### src/hdl/g729Pkg.sv
package g729Pkg;

	// Word sizes of the ITU basic operators
	localparam int wordWidth = 16;
	localparam int longWidth = 32;

	localparam int romAddrWidth = 12;

	// Table regions of 64 entries each in the constant ROM
	localparam logic [romAddrWidth-1:0] table2Base = 12'h000;
	localparam logic [romAddrWidth-1:0] slopeAcosBase = 12'h040;

	////////////////////////////////////////
	// Conversion constants
	////////////////////////////////////////

	// 2*pi scaling of the final frequency
	localparam logic signed [wordWidth-1:0] lsfScale = 16'sd25736;

	localparam int lspOrder = 10;

	localparam logic signed [wordWidth-1:0] slopeShift = 16'sd12;
	localparam logic signed [wordWidth-1:0] indShift = 16'sd9;

endpackage

### src/hdl/basicOps.sv
module basicOps import g729Pkg::*; (
	input logic signed [wordWidth-1:0] subA,
	input logic signed [wordWidth-1:0] subB,
	input logic signed [longWidth-1:0] lSubA,
	input logic signed [longWidth-1:0] lSubB,
	input logic signed [wordWidth-1:0] addA,
	input logic signed [wordWidth-1:0] addB,
	input logic signed [wordWidth-1:0] shlVar1,
	input logic signed [wordWidth-1:0] shlVar2,
	input logic signed [longWidth-1:0] lShrVar1,
	input logic signed [wordWidth-1:0] lShrShift,
	input logic signed [wordWidth-1:0] multA,
	input logic signed [wordWidth-1:0] multB,
	input logic signed [wordWidth-1:0] lMultA,
	input logic signed [wordWidth-1:0] lMultB,
	output logic signed [wordWidth-1:0] subOut,
	output logic signed [longWidth-1:0] lSubOut,
	output logic signed [wordWidth-1:0] addOut,
	output logic signed [wordWidth-1:0] shlOut,
	output logic signed [longWidth-1:0] lShrOut,
	output logic signed [wordWidth-1:0] multOut,
	output logic signed [longWidth-1:0] lMultOut
);

	localparam logic signed [wordWidth-1:0] maxWord = 16'sh7fff;
	localparam logic signed [wordWidth-1:0] minWord = 16'sh8000;
	localparam logic signed [longWidth-1:0] maxLong = 32'sh7fff_ffff;
	localparam logic signed [longWidth-1:0] minLong = 32'sh8000_0000;

	logic signed [wordWidth:0] subWide;
	logic signed [wordWidth:0] addWide;
	logic signed [longWidth:0] lSubWide;
	logic signed [2*wordWidth-1:0] multProd;
	logic signed [2*wordWidth-1:0] lMultProd;
	logic [wordWidth:0] shlMag;
	logic signed [2*wordWidth-1:0] shlWide;
	logic [wordWidth:0] lShlMag;
	logic signed [2*longWidth-1:0] lShlWide;

	// Clamp a one-bit-wider result whose top two bits differ on overflow
	function automatic logic signed [wordWidth-1:0] satWord(input logic signed [wordWidth:0] v);
		if (v[wordWidth] != v[wordWidth-1])
			return v[wordWidth] ? minWord : maxWord;
		return v[wordWidth-1:0];
	endfunction

	function automatic logic signed [longWidth-1:0] satLong(input logic signed [longWidth:0] v);
		if (v[longWidth] != v[longWidth-1])
			return v[longWidth] ? minLong : maxLong;
		return v[longWidth-1:0];
	endfunction

	assign subWide = {subA[wordWidth-1], subA} - {subB[wordWidth-1], subB};
	assign addWide = {addA[wordWidth-1], addA} + {addB[wordWidth-1], addB};
	assign lSubWide = {lSubA[longWidth-1], lSubA} - {lSubB[longWidth-1], lSubB};

	assign subOut = satWord(subWide);
	assign addOut = satWord(addWide);
	assign lSubOut = satLong(lSubWide);

	// Only -32768 * -32768 overflows either multiply
	assign multProd = multA * multB;
	assign multOut = satWord(multProd[2*wordWidth-1:wordWidth-1]);

	assign lMultProd = lMultA * lMultB;
	assign lMultOut = (lMultProd == 32'sh4000_0000) ? maxLong : {lMultProd[longWidth-2:0], 1'b0};

	////////////////////////////////////////
	// Shifts that reverse on negative counts
	////////////////////////////////////////

	always_comb
	begin
		shlMag = -{shlVar2[wordWidth-1], shlVar2};
		shlWide = {{wordWidth{shlVar1[wordWidth-1]}}, shlVar1} << shlVar2[3:0];
		if (shlVar2[wordWidth-1])
		begin
			if (shlMag >= wordWidth - 1)
				shlOut = {wordWidth{shlVar1[wordWidth-1]}};
			else
				shlOut = shlVar1 >>> shlMag[3:0];
		end
		else if (shlVar2 > wordWidth - 1)
			shlOut = (shlVar1 == '0) ? '0 : (shlVar1[wordWidth-1] ? minWord : maxWord);
		else if (shlWide[2*wordWidth-1:wordWidth-1] == {(wordWidth+1){shlWide[wordWidth-1]}})
			shlOut = shlWide[wordWidth-1:0];
		else
			shlOut = shlVar1[wordWidth-1] ? minWord : maxWord;
	end

	always_comb
	begin
		lShlMag = -{lShrShift[wordWidth-1], lShrShift};
		lShlWide = {{longWidth{lShrVar1[longWidth-1]}}, lShrVar1} << lShlMag[4:0];
		if (lShrShift[wordWidth-1])
		begin
			// Left shift with saturation
			if (lShlMag > longWidth - 1)
				lShrOut = (lShrVar1 == '0) ? '0 : (lShrVar1[longWidth-1] ? minLong : maxLong);
			else if (lShlWide[2*longWidth-1:longWidth-1] == {(longWidth+1){lShlWide[longWidth-1]}})
				lShrOut = lShlWide[longWidth-1:0];
			else
				lShrOut = lShrVar1[longWidth-1] ? minLong : maxLong;
		end
		else if (lShrShift >= longWidth - 1)
			lShrOut = {longWidth{lShrVar1[longWidth-1]}};
		else
			lShrOut = lShrVar1 >>> lShrShift[4:0];
	end

endmodule

### config.mk
export PLATFORM = sky130hd
export DESIGN_NAME = basicOps
export DESIGN_NICKNAME = d
export VERILOG_FILES = /design/src/hdl/g729Pkg.sv /design/src/hdl/basicOps.sv
export SDC_FILE = /design/constraint.sdc
export NUM_CORES = 2
export LEC_CHECK = 0
export BUFFER_PORTS_ARGS = -buffer_cell sky130_fd_sc_hd__buf_2
export CAP_MARGIN = 20
export CORE_AREA = 5 5 266 268
export DETAILED_ROUTE_END_ITERATION = 6
export DIE_AREA = 0 0 271 273
export PLACE_DENSITY_LB_ADDON = 0.1
export SYNTH_ARGS = -nofsm -noshare
export SYNTH_HDL_FRONTEND = slang
export SYNTH_SLANG_ARGS = --single-unit
### constraint.sdc
create_clock -name vclk -period 9.65
set_input_delay 0.4825 -clock vclk [all_inputs]
set_output_delay 0.4825 -clock vclk [all_outputs]
set_load 0.02 [all_outputs]
# [Yosys cells after proc, flatten, opt, wreduce, memory -nomap -nowiden]
# Cells that the tools add are included.
# W data, S select, Z words.
[word_totals] ff_bits=0 latchBits=0 ramBits=0 rom_bits=0 in_bits=272 out_inout_bits=160 word_cells=53 n_memories=0
[op_classes] addsub=5 multipliers=2 div=0 n_lt_le_gt_ge=4 eq_ne=7 shifts=4 n_mux=29 bitwise_logic=0 n_reduce_logical=2
[op_table] operator="$mux W32" count=10
[op_table] operator="$mux W16" count=15
[op_table] operator="$mul A16 B16 Y32" count=2
[op_table] operator="$shl A64 B5 Y64" count=1
[op_table] operator="$neg A17 Y17" count=2
[op_table] operator="$sub A32 B32 Y33" count=1
[op_table] operator="$eq A32 B32 Y1" count=1
[op_table] operator="$eq A32 B32 Y1 const B" count=1
[op_table] operator="$logic_not A32 Y1" count=1
[op_table] operator="$shl A32 B4 Y32" count=1
[op_table] operator="$sshr A32 B5 Y32" count=1
[op_table] operator="$add A16 B16 Y17" count=1
[op_table] operator="$ge A17 B4 Y1 const B" count=1
[op_table] operator="$gt A17 B5 Y1 const B" count=1
[op_table] operator="$sub A16 B16 Y17" count=1
[op_table] operator="$eq A16 B16 Y1" count=1
[op_table] operator="$ge A16 B6 Y1 const B" count=1
[op_table] operator="$gt A16 B5 Y1 const B" count=1
[op_table] operator="$logic_not A16 Y1" count=1
[op_table] operator="$sshr A16 B4 Y16" count=1
[op_table] operator="$mux W1" count=4
[op_table] operator="$ne A1 B1 Y1" count=4

# [Longest topological paths before layout]
[depth] ltp_word=6 depth_mapped=27 mapped_depth_nobuf=24

# [Worst setup path after synthesis]
# No wires, ideal clock.
[synth_path] path_type="in2out" start="in lMultA[10]" end="out lMultOut[17]" t_arrival_ps=7332 required_time_ps=9167 path_slack_ps=1836 stages=27 path_buffers=4 cell_sequence="clkbuf_1 > nand2_1 > fa_1 > inv_1 > fa_1 > inv_1 > fa_1 > inv_1 > fa_1 > fa_1 > inv_1 > fa_1 > inv_1 > ha_1 > clkbuf_1 > a21o_1 > a21o_1 > a21o_1 > a32o_1 > a31oi_2 > o21ai_0 > a311oi_1 > o2111ai_1 > or4_1 > buf_2 > buf_2 > nand2_1"
[synth_between] elab_chain_len=3
[synth_rtl] item="from (decl)" line_no="basicOps.sv:14" source="input logic signed [wordWidth-1:0] lMultA,"
[synth_rtl] item="$mul A16 B16 Y32 (*)" line_no="basicOps.sv:65" source="assign lMultProd = lMultA * lMultB;"
[synth_rtl] item="$eq A32 B32 Y1" line_no="basicOps.sv:66" source="assign lMultOut = (lMultProd == 32'sh4000_0000) ? maxLong : {lMultProd[longWidth-2:0], 1'b0};"
[synth_rtl] item="$mux W32 (*)" line_no="basicOps.sv:66"
[synth_rtl] item="to (decl)" line_no="basicOps.sv:22" source="output logic signed [longWidth-1:0] lMultOut"
# Every way passes the cells marked *; elsewhere a longest branch is shown, timed or not.

# [Worst setup path in the final report]
[layout_path] start="in lMultB[2]" end="out lMultOut[28]"
[layout_between] elab_chain_len=3
[layout_rtl] item="from (decl)" line_no="basicOps.sv:15" source="input logic signed [wordWidth-1:0] lMultB,"
[layout_rtl] item="$mul A16 B16 Y32 (*)" line_no="basicOps.sv:65"
[layout_rtl] item="$eq A32 B32 Y1" line_no="basicOps.sv:66"
[layout_rtl] item="$mux W32 (*)" line_no="basicOps.sv:66"
# Marks and branches as above.

==> impl_metrics.ini <==
[status]
run_status = completed

[layout]
fin_nets = 4979
seq_cells = 0
drive_gt1_share_pct = 14.99
fill_cells = 6934
clkbuf_count = 0
syn_to_final_growth_pct = 8.946
seqCellArea_um2 = 0

[synth]
yosysSeqAreaShare_pct = 0
syn_area_per_cell_um2 = 8.272
synth_top_area_share_pct = 34.65
yosys_warnings = 0
ys_top_cells_by_area = fa_1 35%, ha_1 9.5%, inv_1 7.7%
synth_cell_type_count = 93
yosys.area.top_type = fa_1
netlist_instances = 3674
syn_area_um2 = 30390
syn_nets = 4702

[floorplan]
die_width_um = 271
dieArea_um2 = 73980
initial_utilization_pct = 44.63
core_region_area_um2 = 68110
rows = 96
die_height_um = 273
io_pins = 432

[drt]
avgViaCountPerCell = 5.561
drt_wl_total_mm = 91.35
ant_nets = 0
num_vias = 26870
drtIter0Drc = 1968
first_pass_iters = 6
wire_per_inst_um = 18.90
drc_errors = 0

[clock_tree]
cts_hold_buf = 0
cts_setup_buffers = 0
cts_resized = 0

[grt]
grt_max_degree = 56
grt_pass1_wl_mm = 147.7
antenna_found_initial = 4
grt_pass1_vias = 27440
track_usage_pct = 24.15
grt_overflow = 0

[timing]
max_slew_margin_pct = 28.03
period_minus_slack_ns = 9.191
rsz0062_at_grt = false
setup_viol = 0
fin_crit_sh_pct = 95.24
max_freq_mhz = 108.8
drv_slew = 0
setup_tns_ns = 0
worst_pin_slew_ns = 1.068
hold_viol_final = 0

[min_path]
hold_path.class = primary input to output pin

[worst_setup_path]
crit_required_ns = 9.17
critPathKind = primary input to output pin
critPathCaptureType = output pin
path_max_fanout = 26
critical_path_arrival_ns = 8.71
critPathLaunchType = primary input

[place]
hpwl_mm = 75.74
routabilityCongestion = 0.9359
port_buffers = 432

[run]
maxCapViolCount = 0
-- through the flow --
| stage | cells | instance area, um2 | hold slack (ns) | utilization [%] | setup slack (ns) |
|---|---|---|---|---|---|
| global placement | 4829 | 33100 | 1.365 | 48.59 | 0.2482 |
| finish | 4833 | 33110 | 1.361 | 48.62 | 0.4592 |
| detailed placement | 4830 | 33100 | 1.354 | 48.60 | 0.4741 |
| global route | 4831 | 33110 | 1.398 | 48.61 | 0.06095 |
| CTS | 4830 | 33100 | 1.363 | 48.60 | 0.4453 |
| floorplan | 3674 | 30390 | 1.150 | - | 1.836 |
-- worst paths after layout --
path	start	slack, ns	end	cells past startpoint
max	lMultB[2]	0.46	lMultOut[28]	21
min	subB[0]	1.36	subOut[0]	4
-- cell type report --
type,count,area (um2),area share [%]
antenna,2,5.005,0.01511
inverter,627,2354,7.108
multi-input combinational,2868,27320,82.52
tap,882,1104,3.333
timing repair buffer,454,2326,7.025
-- cell usage after synthesis (all sizes together) (28+ instances only) --
| cell | n |
|---|---|
| nand2 | 441 |
| nor2 | 153 |
| a21o | 54 |
| ha | 230 |
| nor3 | 53 |
| and2 | 240 |
| buf | 33 |
| nor2b | 28 |
| inv | 626 |
| mux4 | 79 |
| mux2i | 99 |
| nand2b | 58 |
| nand4 | 29 |
| nand3 | 52 |
| o21ai | 153 |
| and3 | 28 |
| xnor2 | 71 |
| clkbuf | 146 |
| xor2 | 35 |
| fa | 526 |
| a21oi | 193 |
-- critical path, stage by stage --
cell and delay [ns]:
buf_2 0.28, and2_1 0.22, inv_1 0.08, fa_1 0.51, inv_1 0.15, fa_1 0.88, fa_1 0.53, fa_1 0.56
fa_1 0.42, fa_1 0.44, ha_1 0.52, nand4_1 0.32, a2111oi_0 0.75, a2111oi_0 0.23, nor3_1 0.49, nor4bb_1 0.34
nand4_1 0.12, or4_1 0.74, buf_4 0.32, nand2_1 0.11, buf_2 0.19
-- cells by family after synthesis --
kind of cell    count (synthesis)  synth area share [%]
compound gates                629                 13.20
buf+inv                       806                 10.16
mux                           202                 10.00
xor+xnor                      106                 3.055
simple gates                 1168                 19.23
fa+ha+maj                     763                 44.35
-- placed cells by master, fill, tap and decap left out, types with 79 or more instances in the layout --
cell type,Yosys,final
mux4_2,79,79
inv_1,625,625
fa_1,526,526
o21ai_0,150,150
and2_1,240,240
buf_2,12,431
nor2_1,152,152
a21oi_1,192,192
ha_1,230,230
mux2i_1,99,99
nand2_1,440,440
-- routing by layer --
metal / wire length (um) / track usage, % / up-vias
li1: - / - / 12660
met1: 38860 / 32.91 / 13350
met2: 46040 / 42.92 / 783
met3: 4942 / 2.397 / 81
met4: 1495 / 3.356 / 2
met5: 13 / 0 / -
Power is not shown: default switching activity piles up to over one toggle a cycle in this logic, so the estimate is an artifact.
