### config.mk
export PLATFORM = sky130hd
export DESIGN_NAME = lspLsfConverter
export DESIGN_NICKNAME = d
export VERILOG_FILES = /design/src/hdl/g729Pkg.sv /design/src/hdl/lspLsfConverter.sv
export SDC_FILE = /design/constraint.sdc
export NUM_CORES = 1
export LEC_CHECK = 0
export BUFFER_PORTS_ARGS = -buffer_cell sky130_fd_sc_hd__buf_2
export CELL_PAD_IN_SITES_DETAIL_PLACEMENT = 1
export CELL_PAD_IN_SITES_GLOBAL_PLACEMENT = 2
export CORE_AREA = 3 3 227 229
export CTS_CLUSTER_DIAMETER = 200
export DETAILED_ROUTE_END_ITERATION = 16
export DIE_AREA = 0 0 230 232
export PLACE_DENSITY = 0.63
export SYNTH_ARGS = -nofsm -noshare
export SYNTH_HDL_FRONTEND = slang
export SYNTH_SLANG_ARGS = --single-unit
export TNS_END_PERCENT = 100
### constraint.sdc
create_clock -name clk -period 3.6 [get_ports clk]
set_input_delay 0.72 -clock clk [delete_from_list [all_inputs] [get_ports clk]]
set_output_delay 0.72 -clock clk [all_outputs]
set_load 0.02 [all_outputs]
### src/hdl/g729Pkg.sv
package g729Pkg;

	// Word sizes of the ITU basic operators
	localparam int wordWidth = 16;
	localparam int longWidth = 32;

	localparam int romAddrWidth = 12;

	// Table regions of 64 entries each in the constant ROM
	localparam logic [romAddrWidth-1:0] table2Base = 12'h000;
	localparam logic [romAddrWidth-1:0] slopeAcosBase = 12'h040;

	////////////////////////////////////////
	// Conversion constants
	////////////////////////////////////////

	// 2*pi scaling of the final frequency
	localparam logic signed [wordWidth-1:0] lsfScale = 16'sd25736;

	localparam int lspOrder = 10;

	localparam logic signed [wordWidth-1:0] slopeShift = 16'sd12;
	localparam logic signed [wordWidth-1:0] indShift = 16'sd9;

endpackage

### src/hdl/lspLsfConverter.sv
module lspLsfConverter import g729Pkg::*; #(
	parameter int addrWidth = 12
) (
	input logic clk,
	input logic reset,
	input logic start,
	input logic [addrWidth-1:0] lspAddr,
	input logic [addrWidth-1:0] lsfAddr,
	input logic [longWidth-1:0] memIn,
	input logic [longWidth-1:0] constantMemIn,
	input logic [wordWidth-1:0] subOut,
	input logic [longWidth-1:0] lSubOut,
	input logic [wordWidth-1:0] addOut,
	input logic [wordWidth-1:0] shlOut,
	input logic [longWidth-1:0] lShrOut,
	input logic [wordWidth-1:0] multOut,
	input logic [longWidth-1:0] lMultOut,
	output logic [wordWidth-1:0] subA,
	output logic [wordWidth-1:0] subB,
	output logic [longWidth-1:0] lSubA,
	output logic [longWidth-1:0] lSubB,
	output logic [wordWidth-1:0] addA,
	output logic [wordWidth-1:0] addB,
	output logic [wordWidth-1:0] shlVar1,
	output logic [wordWidth-1:0] shlVar2,
	output logic [longWidth-1:0] lShrVar1,
	output logic [wordWidth-1:0] lShrShift,
	output logic [wordWidth-1:0] multA,
	output logic [wordWidth-1:0] multB,
	output logic [wordWidth-1:0] lMultA,
	output logic [wordWidth-1:0] lMultB,
	output logic [addrWidth-1:0] memReadAddr,
	output logic [addrWidth-1:0] memWriteAddr,
	output logic [longWidth-1:0] memOut,
	output logic memWriteEn,
	output logic [romAddrWidth-1:0] constantMemAddr,
	output logic busy,
	output logic done
);

	typedef enum logic [2:0] {
		idleState,
		addrState,
		searchState,
		offsetState,
		productState,
		writeState,
		doneState
	} stateType;

	stateType state, nextState;
	logic [3:0] i, nextI;
	logic [5:0] ind, nextInd;
	logic [wordWidth-1:0] offset;
	logic [wordWidth-1:0] temp;
	logic [longWidth-1:0] lTemp;

	assign busy = (state != idleState);
	assign done = (state == doneState);

	////////////////////////////////////////
	// Registers
	////////////////////////////////////////

	always_ff @(posedge clk)
	begin
		if (reset)
		begin
			state <= idleState;
			i <= 4'(lspOrder - 1);
			ind <= 6'd63;
		end
		else
		begin
			state <= nextState;
			i <= nextI;
			ind <= nextInd;
		end
	end

	always_ff @(posedge clk)
	begin
		if (state == offsetState)
			offset <= subOut;
		if (state == productState)
		begin
			lTemp <= lShrOut;
			temp <= shlOut;
		end
	end

	////////////////////////////////////////
	// Next state and operator steering
	////////////////////////////////////////

	always_comb
	begin
		nextState = state;
		nextI = i;
		nextInd = ind;
		subA = '0;
		subB = '0;
		lSubA = '0;
		lSubB = '0;
		addA = '0;
		addB = '0;
		shlVar1 = '0;
		shlVar2 = '0;
		lShrVar1 = '0;
		lShrShift = '0;
		multA = '0;
		multB = '0;
		lMultA = '0;
		lMultB = '0;
		memReadAddr = '0;
		memWriteAddr = '0;
		memOut = '0;
		memWriteEn = 1'b0;
		constantMemAddr = '0;

		unique case (state)
			idleState:
			begin
				if (start)
				begin
					nextI = 4'(lspOrder - 1);
					nextInd = 6'd63;
					nextState = addrState;
				end
			end

			// Fetch lsp[i] and table2[ind]
			addrState:
			begin
				memReadAddr = {lspAddr[addrWidth-1:4], i};
				constantMemAddr = {table2Base[romAddrWidth-1:6], ind};
				nextState = searchState;
			end

			// Step ind down while table2[ind] < lsp[i] and stop at 0
			searchState:
			begin
				if (ind == '0)
					nextState = offsetState;
				else
				begin
					subA = constantMemIn[wordWidth-1:0];
					subB = memIn[wordWidth-1:0];
					if (subOut[wordWidth-1])
					begin
						lSubA = longWidth'(ind);
						lSubB = 32'd1;
						nextInd = lSubOut[5:0];
					end
					else
						nextState = offsetState;
				end
				// Keep both reads live for the next cycle
				memReadAddr = {lspAddr[addrWidth-1:4], i};
				constantMemAddr = {table2Base[romAddrWidth-1:6], nextInd};
			end

			offsetState:
			begin
				subA = memIn[wordWidth-1:0];
				subB = constantMemIn[wordWidth-1:0];
				constantMemAddr = {slopeAcosBase[romAddrWidth-1:6], ind};
				nextState = productState;
			end

			// Slope term and the coarse index term in parallel
			productState:
			begin
				lMultA = constantMemIn[wordWidth-1:0];
				lMultB = offset;
				lShrVar1 = lMultOut;
				lShrShift = slopeShift;
				shlVar1 = wordWidth'(ind);
				shlVar2 = indShift;
				nextState = writeState;
			end

			writeState:
			begin
				addA = temp;
				addB = lTemp[wordWidth-1:0];
				multA = addOut;
				multB = lsfScale;
				memOut = {{(longWidth-wordWidth){1'b0}}, multOut};
				memWriteEn = 1'b1;
				memWriteAddr = {lsfAddr[addrWidth-1:4], i};
				subA = wordWidth'(i);
				subB = 16'd1;
				nextI = subOut[3:0];
				nextState = (i == '0) ? doneState : addrState;
			end

			doneState:
				nextState = idleState;

			default:
				nextState = idleState;
		endcase
	end

endmodule

# Yosys cells after proc, flatten, opt, wreduce, memory -nomap -nowiden
# Index checks and enable logic that the tools add are counted.
# op_classes
addsub	0
multipliers	0
div_mod_pow	0
n_lt_le_gt_ge	0
eq_ne	8
shift	0
mux	36
bitwise_logic	0
reduce_logical	10
# op_table
op	count
$mux W16	8
$pmux W16 S3	2
$mux W6	7
$mux W32	1
$mux W12	2
$pmux W7 S3	1
$pmux W3 S6	1
$mux W15	1
$mux W3	4
$mux W4	3
$pmux W6 S2	1
$eq A3 B3 Y1 const B	3
$pmux W4 S2	1
$eq A3 B2 Y1 const B	2
$logic_not A6 Y1	1
$reduce_and A2 Y1	3
$logic_not A4 Y1	1
$mux W1	4
$reduce_bool A2 Y1	2
$eq A3 B1 Y1 const B	1
$logic_not A3 Y1	1
$ne A3 B3 Y1 const B	1
$reduce_bool A3 Y1	1
$ne A2 B2 Y1 const B	1
$reduce_or A2 Y1	1
# word_totals
regBits	61
latch_bits	0
ram_bits	0
mem_bits_ro	0
inputBits	251
output_inout_bits	343
word_cells	60
memories	0

# Depth between registers and ports, before layout
# Gate-level depths: netlist of run 1.
# depth
ltp_word	3
ltp_mapped	6
ltp_nobuf	4

# Worst setup path after synthesis of run 1
# OpenSTA, ideal clock, no wires.
# synth_path
kind	reg2out
start	reg state[0]
end	out lShrVar1[27]
t_arrival_ns	2.656
t_required_ns	2.880
setup_slack_ns	0.224
stages_incl_launch_ff	5
n_path_buf	2
path_cell_list	dfxtp_1 > buf_2 > nor3b_1 > clkbuf_1 > and2_1
# synth_via
elab_chain_cells	2
# synth_rtl
item	line	source
start, declared	lspLsfConverter.sv:51	stateType state, nextState;
start signal, assigned	lspLsfConverter.sv:69	state <= idleState;
start signal, assigned	lspLsfConverter.sv:75	state <= nextState;
$eq A3 B3 Y1	lspLsfConverter.sv:121	unique case (state)
$mux W32	lspLsfConverter.sv:121	
end, declared	lspLsfConverter.sv:26	output logic [longWidth-1:0] lShrVar1,
# No other way between the ends.

# Worst setup path in the final report of run 1
# layout_path
start	reg state[1]
end	out subB[4]
# layout_via
elab_chain_cells	2
elab_cells_between_ends	4
# layout_rtl
item	line	source
$eq A3 B3 Y1 / $eq A3 B2 Y1 (equally long branches)	lspLsfConverter.sv:121	
$pmux W16 S3 *	lspLsfConverter.sv:121	
end, declared	lspLsfConverter.sv:19	output logic [wordWidth-1:0] subB,
# Every way passes the cells marked *; elsewhere a longest branch is shown, timed or not.

==> impl_metrics.prom, run 1 <==
# TYPE chip_impl_metric gauge
chip_impl_info{name="start_kind",value="flop"} 1
chip_impl_metric{name="worst_skew_pair_latency",unit="ps"} 350
chip_impl_metric{name="post_synth_inst_count",unit=""} 486
chip_impl_metric{name="route.vias.total",unit=""} 4548
chip_impl_metric{name="final_setup_violation_count",unit=""} 0
chip_impl_metric{name="total_power",unit="mW"} 2.61
chip_impl_metric{name="placement.setup.worst_slack",unit="ps"} 791
chip_impl_metric{name="final_core_utilization",unit="%"} 14.4
chip_impl_metric{name="power_density",unit="mW/mm^2"} 365
chip_impl_info{name="grt_setup_unrepaired",value="no"} 1
chip_impl_metric{name="final_hold_viol_count",unit=""} 0
chip_impl_metric{name="placeableCoreArea",unit="sq mm"} 0.0499
chip_impl_info{name="synth_area_leader_cell",value="sky130_fd_sc_hd__edfxtp_1"} 1
chip_impl_info{name="hold_path_class",value="primary input to flop"} 1
chip_impl_metric{name="worst_slack",unit="ps"} 531
chip_impl_metric{name="ctsResizeCount",unit=""} 0
chip_impl_info{name="setup.worst_path.end_class",value="output port"} 1
chip_impl_metric{name="layout.nets",unit=""} 1106
chip_impl_metric{name="timing.reg2reg.setup_slack",unit="ps"} 1560
chip_impl_metric{name="postCtsSetupBuffers",unit=""} 0
chip_impl_metric{name="stdcell_count",unit=""} 1533
chip_impl_metric{name="fin_worst_skew",unit="ps"} 12.6
chip_impl_info{name="worst-setup-path-type",value="flop to output port"} 1
chip_impl_info{name="yosys_most_used_dff",value="sky130_fd_sc_hd__edfxtp_1"} 1
chip_impl_metric{name="synth.avg_cell_area",unit="sq um"} 9.53
chip_impl_metric{name="fmax",unit="GHz"} 0.326
chip_impl_metric{name="initial_utilization",unit="%"} 9.28
chip_impl_info{name="outcome",value="finished, final reports clean"} 1
chip_impl_metric{name="fp-row-count",unit=""} 82
chip_impl_metric{name="initial_antenna_violation_count",unit=""} 5
chip_impl_metric{name="switching_power",unit="mW"} 0.940
chip_impl_metric{name="syn_area",unit="sq mm"} 0.00463
chip_impl_info{name="startpoint",value="state[1]"} 1
chip_impl_metric{name="tns",unit="ps"} 0
chip_impl_info{name="clock_tree_from_tritoncts",value="yes"} 1
chip_impl_metric{name="die_area",unit="sq mm"} 0.0534
chip_impl_metric{name="drt-vias-per-instance",unit=""} 2.97
chip_impl_metric{name="synth_edf_count",unit=""} 48
chip_impl_metric{name="hold_slack",unit="ps"} 542
chip_impl_metric{name="synth_top_area_share",unit="%"} 31.1
chip_impl_metric{name="floorplan.die.height",unit="microns"} 232
chip_impl_metric{name="layout_area_overhead",unit="%"} 54.7
chip_impl_metric{name="critical_path_peak_fanout",unit=""} 28
chip_impl_metric{name="grt_usage",unit="%"} 8.09
chip_impl_metric{name="dp_cells",unit=""} 1516
chip_impl_info{name="clock-root-buffer",value="sky130_fd_sc_hd__clkbuf_16"} 1
chip_impl_metric{name="power.leakage",unit="nW"} 3.80
chip_impl_metric{name="detailedRoute.firstPassIterationCount",unit=""} 4
chip_impl_metric{name="placedInstanceArea",unit="sq mm"} 0.00684
chip_impl_info{name="synth_common_cells",value="sky130_fd_sc_hd__and2_1 (165), sky130_fd_sc_hd__buf_4 (135), sky130_fd_sc_hd__edfxtp_1 (48), sky130_fd_sc_hd__a22o_1 (31), sky130_fd_sc_hd__clkbuf_1 (18)"} 1
chip_impl_metric{name="route.antenna.remaining_nets",unit=""} 0
chip_impl_metric{name="post_route_cells_drive_above_1_share",unit="%"} 48.5
chip_impl_metric{name="netlist-cell-type-count",unit=""} 40
chip_impl_metric{name="grt_start_max_net_pins",unit=""} 94
chip_impl_metric{name="power_frac_clock",unit="%"} 37.0
chip_impl_metric{name="layout_min_cycle_time",unit="ps"} 3070
chip_impl_metric{name="global_route.overflow_total",unit=""} 0
chip_impl_metric{name="share_of_the_clock_period_used_by_the_worst_path",unit="%"} 85.2
chip_impl_metric{name="htreeDepth",unit=""} 3
chip_impl_info{name="post_synth_main_area_contributors",value="sky130_fd_sc_hd__edfxtp_1 (31%), sky130_fd_sc_hd__and2_1 (22%), sky130_fd_sc_hd__buf_4 (22%)"} 1
chip_impl_info{name="min-delay-start",value="shlOut[11]"} 1
chip_impl_metric{name="detail_route.wirelength",unit="microns"} 22900
chip_impl_metric{name="synth-seq-cells",unit=""} 61
chip_impl_metric{name="detail_route.wl_per_cell",unit="microns"} 15.0
chip_impl_metric{name="total_half_perimeter_wirelength_after_legalization_and_detailed_placement",unit="microns"} 19300
chip_impl_metric{name="cp_data_required_time",unit="ps"} 2880
chip_impl_metric{name="timing.max_slew.rel_slack",unit="%"} 48.2
chip_impl_metric{name="async_reset_ff_share",unit="%"} 0
chip_impl_metric{name="global_route_wire_length_before_repair",unit="microns"} 31400
chip_impl_metric{name="combPwrFrac",unit="%"} 31.6
chip_impl_metric{name="vias_in_the_first_global_route",unit=""} 4585
chip_impl_metric{name="chipWidth",unit="microns"} 230
chip_impl_metric{name="drt_iter0_drcs",unit=""} 121
chip_impl_metric{name="fin_area",unit="sq mm"} 0.00716
chip_impl_metric{name="worstMarginPinSlew",unit="ps"} 772
chip_impl_metric{name="io-pin-count",unit=""} 594
chip_impl_metric{name="detail_route.drc_violations",unit=""} 0
chip_impl_info{name="post-synth-top-count-cell",value="sky130_fd_sc_hd__and2_1"} 1
chip_impl_metric{name="synth-seq-area-share",unit="%"} 36.8
chip_impl_metric{name="cts_num_sinks",unit=""} 61
chip_impl_metric{name="gpl.final_weighted_congestion",unit=""} 0.727
chip_impl_info{name="reg2reg_from",value="state[1]"} 1
chip_impl_metric{name="power.ir.vdd_worst",unit="V"} 0.000205
chip_impl_metric{name="p_int",unit="mW"} 1.67
chip_impl_metric{name="cts-hold-fix-buffers",unit=""} 0
chip_impl_metric{name="max-cap-violations",unit=""} 0
chip_impl_metric{name="clk_transition_reported_paths",unit="ps"} 60
chip_impl_metric{name="switching_share",unit="%"} 36.0
chip_impl_metric{name="part_of_the_power_in_registers",unit="%"} 31.4
chip_impl_metric{name="numCtsBuffers",unit=""} 9
chip_impl_metric{name="clock_tree.buffer_depth",unit=""} 2
chip_impl_metric{name="port_bufs",unit=""} 384
chip_impl_metric{name="total_number_of_yosys_warnings",unit=""} 0
chip_impl_metric{name="slew_limit_fails",unit=""} 0
chip_impl_metric{name="crit_arrival",unit="ps"} 2350
[kinds of logic (layout without fill, tap and decap cells)]
kind of cell | Yosys count | in the layout | share of synthesized area (%)
AO/OA/AOI/OAI | 68 | 68 | 12.6
XOR/XNOR | 1 | 1 | 0.189
buffers and inverters | 166 | 414 | 24.8
flip-flops | 61 | 61 | 36.8
other | 1 | 128 | 0.0810
AND/OR/NAND/NOR | 189 | 189 | 25.6
[power groups by stage]
| stage | Sequential, mW | Combinational [mW] | Clock [mW] |
|---|---|---|---|
| after global placement | 0.837 | 0.848 | 0 |
| after global routing | 0.826 | 0.909 | 1.06 |
| final | 0.820 | 0.826 | 0.965 |
| after floorplan | 0.813 | 0.624 | 0 |
| after CTS | 0.823 | 0.854 | 1.03 |
| after detailed placement | 0.838 | 0.850 | 0 |
[routing by layer]
layer  vias to the layer above  wire length [microns]  GRT usage (%)
met2                       276                  12000           15.0
li1                       2117                      -              -
met3                        18                   2640           3.85
met5                         -                     27              0
met1                      2131                   8100           8.22
met4                         6                    193           1.81
[final timing paths]
check	endpoint	cells after the start
setup / recovery	subB[4]	6
hold / removal	temp[11]	1
setup reg to reg	offset[5]	4
hold reg to reg	ind[2]	1
[registers in the layout, summed over array words and instances (netlist names)]
name    cells
offset     16
temp       16
state       3
lTemp      16
ind         6
i           4
[worst max-delay path, cell delays in order, from the launching register on]
cell and delay (ps):
sky130_fd_sc_hd__dfxtp_1 610, sky130_fd_sc_hd__nor2b_1 190, sky130_fd_sc_hd__buf_4 170, sky130_fd_sc_hd__nand2_1 100
sky130_fd_sc_hd__inv_2 460, sky130_fd_sc_hd__a22o_1 250, sky130_fd_sc_hd__buf_2 200
[cells in the final DEF (no fill, tap or decap), types with 2 or more instances in the layout]
master / Yosys / routed
sky130_fd_sc_hd__a21bo_1: 2 / 2
sky130_fd_sc_hd__a21o_1: 3 / 3
sky130_fd_sc_hd__a21oi_1: 4 / 4
sky130_fd_sc_hd__a221o_1: 6 / 6
sky130_fd_sc_hd__a22o_1: 31 / 31
sky130_fd_sc_hd__a22oi_1: 4 / 4
sky130_fd_sc_hd__a32o_1: 2 / 2
sky130_fd_sc_hd__and2_1: 165 / 165
sky130_fd_sc_hd__buf_12: 0 / 2
sky130_fd_sc_hd__buf_2: 7 / 384
sky130_fd_sc_hd__buf_4: 135 / 7
sky130_fd_sc_hd__bufinv_16: 0 / 2
sky130_fd_sc_hd__clkbuf_16: 0 / 9
sky130_fd_sc_hd__clkinv_4: 0 / 2
sky130_fd_sc_hd__conb_1: 1 / 127
sky130_fd_sc_hd__dfxtp_1: 13 / 13
sky130_fd_sc_hd__edfxtp_1: 48 / 48
sky130_fd_sc_hd__inv_1: 4 / 4
sky130_fd_sc_hd__nand2_1: 4 / 4
sky130_fd_sc_hd__nor2_1: 3 / 3
sky130_fd_sc_hd__nor2b_1: 5 / 5
sky130_fd_sc_hd__o21ai_0: 3 / 3
sky130_fd_sc_hd__o21ai_1: 2 / 2
sky130_fd_sc_hd__o2bb2ai_1: 4 / 4
sky130_fd_sc_hd__o32a_1: 2 / 2
sky130_fd_sc_hd__or2_2: 2 / 2
[area by class of cell]
class | instances | area (sq um)
Tap cell | 672 | 841
Fill cell | 6084 | 42700
Sequential cell | 61 | 1700
Clock buffer | 9 | 225
Multi-Input combinational cell | 385 | 2260
Clock inverter | 7 | 97.6
Inverter | 5 | 18.8
Antenna cell | 1 | 2.50
Timing Repair Buffer | 393 | 2010
(Power assumes the default switching activity.)
==> run 2: changes to the inputs <==
- BUFFER_PORTS_ARGS: -buffer_cell sky130_fd_sc_hd__buf_2 -> -buffer_cell sky130_fd_sc_hd__clkbuf_2
==> impl_metrics.prom, run 2 (same netlist as run 1, synthesis figures left out) <==
# TYPE chip_impl_metric gauge
chip_impl_metric{name="port_bufs",unit=""} 384
chip_impl_info{name="min-delay-start",value="lShrOut[14]"} 1
chip_impl_metric{name="route.vias.total",unit=""} 4513
chip_impl_metric{name="antenna_cells",unit=""} 0
chip_impl_metric{name="placeableCoreArea",unit="sq mm"} 0.0499
chip_impl_metric{name="fin_worst_skew",unit="ps"} 7.67
chip_impl_metric{name="timing.reg2reg.setup_slack",unit="ps"} 1590
chip_impl_metric{name="initial_utilization",unit="%"} 9.28
chip_impl_metric{name="total_half_perimeter_wirelength_after_legalization_and_detailed_placement",unit="microns"} 19500
chip_impl_metric{name="worst_slack",unit="ps"} 572
chip_impl_metric{name="htreeDepth",unit=""} 3
chip_impl_metric{name="clk_transition_reported_paths",unit="ps"} 70
chip_impl_metric{name="post_route_cells_drive_above_1_share",unit="%"} 48.7
chip_impl_metric{name="regArea",unit="sq mm"} 0.00170
chip_impl_info{name="largest_registers",value="lTemp (16), offset (16), temp (16)"} 1
chip_impl_metric{name="layout.nets",unit=""} 1107
chip_impl_info{name="clock_tree_from_tritoncts",value="yes"} 1
chip_impl_metric{name="slew_limit_fails",unit=""} 0
chip_impl_info{name="most_frequent_cells_in_the_layout",value="sky130_fd_sc_hd__clkbuf_2 (384), sky130_fd_sc_hd__and2_1 (165), sky130_fd_sc_hd__conb_1 (127)"} 1
chip_impl_metric{name="chipWidth",unit="microns"} 230
chip_impl_metric{name="timing.max_slew.rel_slack",unit="%"} 36.9
chip_impl_metric{name="io-pin-count",unit=""} 594
chip_impl_metric{name="global_route.overflow_total",unit=""} 0
chip_impl_metric{name="fp-row-count",unit=""} 82
chip_impl_metric{name="use_met2",unit="%"} 14.8
chip_impl_info{name="start_kind",value="flop"} 1
chip_impl_metric{name="worstRegToRegCells",unit=""} 4
chip_impl_metric{name="critical_path_peak_fanout",unit=""} 31
chip_impl_metric{name="share_of_the_clock_period_used_by_the_worst_path",unit="%"} 84.1
chip_impl_info{name="worstReg2RegEnd",value="ind[3]"} 1
chip_impl_metric{name="initial_antenna_violation_count",unit=""} 1
chip_impl_info{name="reg2reg_from",value="state[1]"} 1
chip_impl_metric{name="final_core_utilization",unit="%"} 14.3
chip_impl_info{name="grt_setup_unrepaired",value="no"} 1
chip_impl_metric{name="fmax",unit="GHz"} 0.330
chip_impl_metric{name="gpl.final_weighted_congestion",unit=""} 0.718
chip_impl_metric{name="detail_route.wirelength",unit="microns"} 22900
chip_impl_metric{name="ctsResizeCount",unit=""} 0
chip_impl_metric{name="layout_area_overhead",unit="%"} 54.4
chip_impl_metric{name="worst_skew_pair_latency",unit="ps"} 360
chip_impl_info{name="setup.worst_path.end_class",value="output port"} 1
chip_impl_metric{name="route.antenna.remaining_nets",unit=""} 0
chip_impl_metric{name="worstMarginPinSlew",unit="ps"} 940
chip_impl_metric{name="detail_route.wl_per_cell",unit="microns"} 14.9
chip_impl_metric{name="globalRouteMet3Util",unit="%"} 3.78
chip_impl_metric{name="drt-vias-per-instance",unit=""} 2.94
chip_impl_metric{name="final_hold_viol_count",unit=""} 0
chip_impl_info{name="hold_path_class",value="primary input to flop"} 1
chip_impl_metric{name="numCtsBuffers",unit=""} 9
chip_impl_metric{name="crit_arrival",unit="ps"} 2310
chip_impl_metric{name="hold_path_depth",unit=""} 1
chip_impl_metric{name="num-fill-cells",unit=""} 6115
chip_impl_metric{name="power.ir.vdd_worst",unit="V"} 0.000202
chip_impl_metric{name="cts-hold-fix-buffers",unit=""} 0
chip_impl_metric{name="global_route_wire_length_before_repair",unit="microns"} 31200
chip_impl_metric{name="placedInstanceArea",unit="sq mm"} 0.00684
chip_impl_metric{name="vias_in_the_first_global_route",unit=""} 4548
chip_impl_metric{name="die_area",unit="sq mm"} 0.0534
chip_impl_metric{name="detail_route.drc_violations",unit=""} 0
chip_impl_info{name="hold_path_end",value="lTemp[14]"} 1
chip_impl_metric{name="fin_area",unit="sq mm"} 0.00715
chip_impl_metric{name="detailedRoute.firstPassIterationCount",unit=""} 4
chip_impl_metric{name="cts_num_sinks",unit=""} 61
chip_impl_metric{name="final_setup_violation_count",unit=""} 0
chip_impl_info{name="commonest_non_fill_non_tap_cell_in_the_layout",value="sky130_fd_sc_hd__clkbuf_2"} 1
chip_impl_metric{name="max-cap-violations",unit=""} 0
chip_impl_metric{name="layout_min_cycle_time",unit="ps"} 3030
chip_impl_metric{name="power_density",unit="mW/mm^2"} 361
chip_impl_metric{name="drt_iter0_drcs",unit=""} 140
chip_impl_metric{name="tns",unit="ps"} 0
chip_impl_metric{name="total_power",unit="mW"} 2.58
chip_impl_info{name="outcome",value="finished, final reports clean"} 1
chip_impl_metric{name="power.leakage",unit="nW"} 3.64
chip_impl_metric{name="multi_input_area",unit="sq mm"} 0.00226
chip_impl_metric{name="groute.layer.met1.usage",unit="%"} 8.24
chip_impl_info{name="grt-busiest-layer",value="met2"} 1
chip_impl_metric{name="floorplan.die.height",unit="microns"} 232
chip_impl_metric{name="cp_data_required_time",unit="ps"} 2880
chip_impl_metric{name="grt_start_max_net_pins",unit=""} 94
chip_impl_metric{name="grt_usage",unit="%"} 8.08
chip_impl_info{name="worst-setup-path-type",value="flop to output port"} 1
chip_impl_metric{name="clock_tree.buffer_depth",unit=""} 2
chip_impl_metric{name="postCtsSetupBuffers",unit=""} 0
chip_impl_metric{name="placement.setup.worst_slack",unit="ps"} 861
chip_impl_info{name="clock-root-buffer",value="sky130_fd_sc_hd__clkbuf_16"} 1
-- run 2: cell types whose count changed in the layout (fill, tap and decap cells not counted), sizes merged --
| cell | change |
|---|---|
| bufinv | -1 |
| buf | -383 |
| clkinvlp | +1 |
| inv | +3 |
| clkbuf | +384 |
| diode | -1 |
| clkinv | -3 |
-- run 2: worst max-delay path by stage --
stage | start | endpoint | slack (ps) | cells past startpoint
3_5_place_dp | state[2] | lShrVar1[16] | 860 | 4
3_3_place_gp | state[2] | lShrVar1[8] | 880 | 4
4_1_cts | state[2] | lShrVar1[16] | 460 | 4
5_1_grt | state[0] | multA[13] | 300 | 4
6_report | ind[2] | subB[8] | 570 | 5
2_1_floorplan | state[0] | lShrVar1[27] | 220 | 4
-- run 2: metrics by stage --
step	instances	hold WS, ps
after floorplan	612	504
after global placement	1517	615
after detailed placement	1517	629
after CTS	1533	502
after global routing	1533	504
final	1533	534
-- run 2: per-layer routing --
| layer | up-vias | part of all wire (%) | routed length, microns |
|---|---|---|---|
| li1 | 2119 | - | - |
| met1 | 2106 | 35 | 8000 |
| met2 | 273 | 52 | 11900 |
| met3 | 13 | 12 | 2690 |
| met4 | 2 | 1.2 | 265 |
| met5 | - | 0.057 | 13 |
-- run 2: worst max-delay path, cell delays in order (launching register included) --
cell	delay (ps)
sky130_fd_sc_hd__dfxtp_1	360
sky130_fd_sc_hd__or4_4	580
sky130_fd_sc_hd__o31a_1	250
sky130_fd_sc_hd__buf_4	240
sky130_fd_sc_hd__a22o_1	280
sky130_fd_sc_hd__clkbuf_2	210
-- run 2: cell type report --
class / instances / share of cell area [%]
Clock buffer: 9 / 3.15
Clock inverter: 7 / 1.12
Inverter: 5 / 0.263
Multi-Input combinational cell: 385 / 31.6
Sequential cell: 61 / 23.8
Tap cell: 672 / 11.8
Timing Repair Buffer: 394 / 28.3
-- run 2: power breakdown --
group,internal (mW),switching (mW),leakage (nW),total (mW)
logic,0.274,0.568,2.96,0.842
clock network,0.546,0.378,0.143,0.923
registers,0.788,0.0277,0.538,0.816
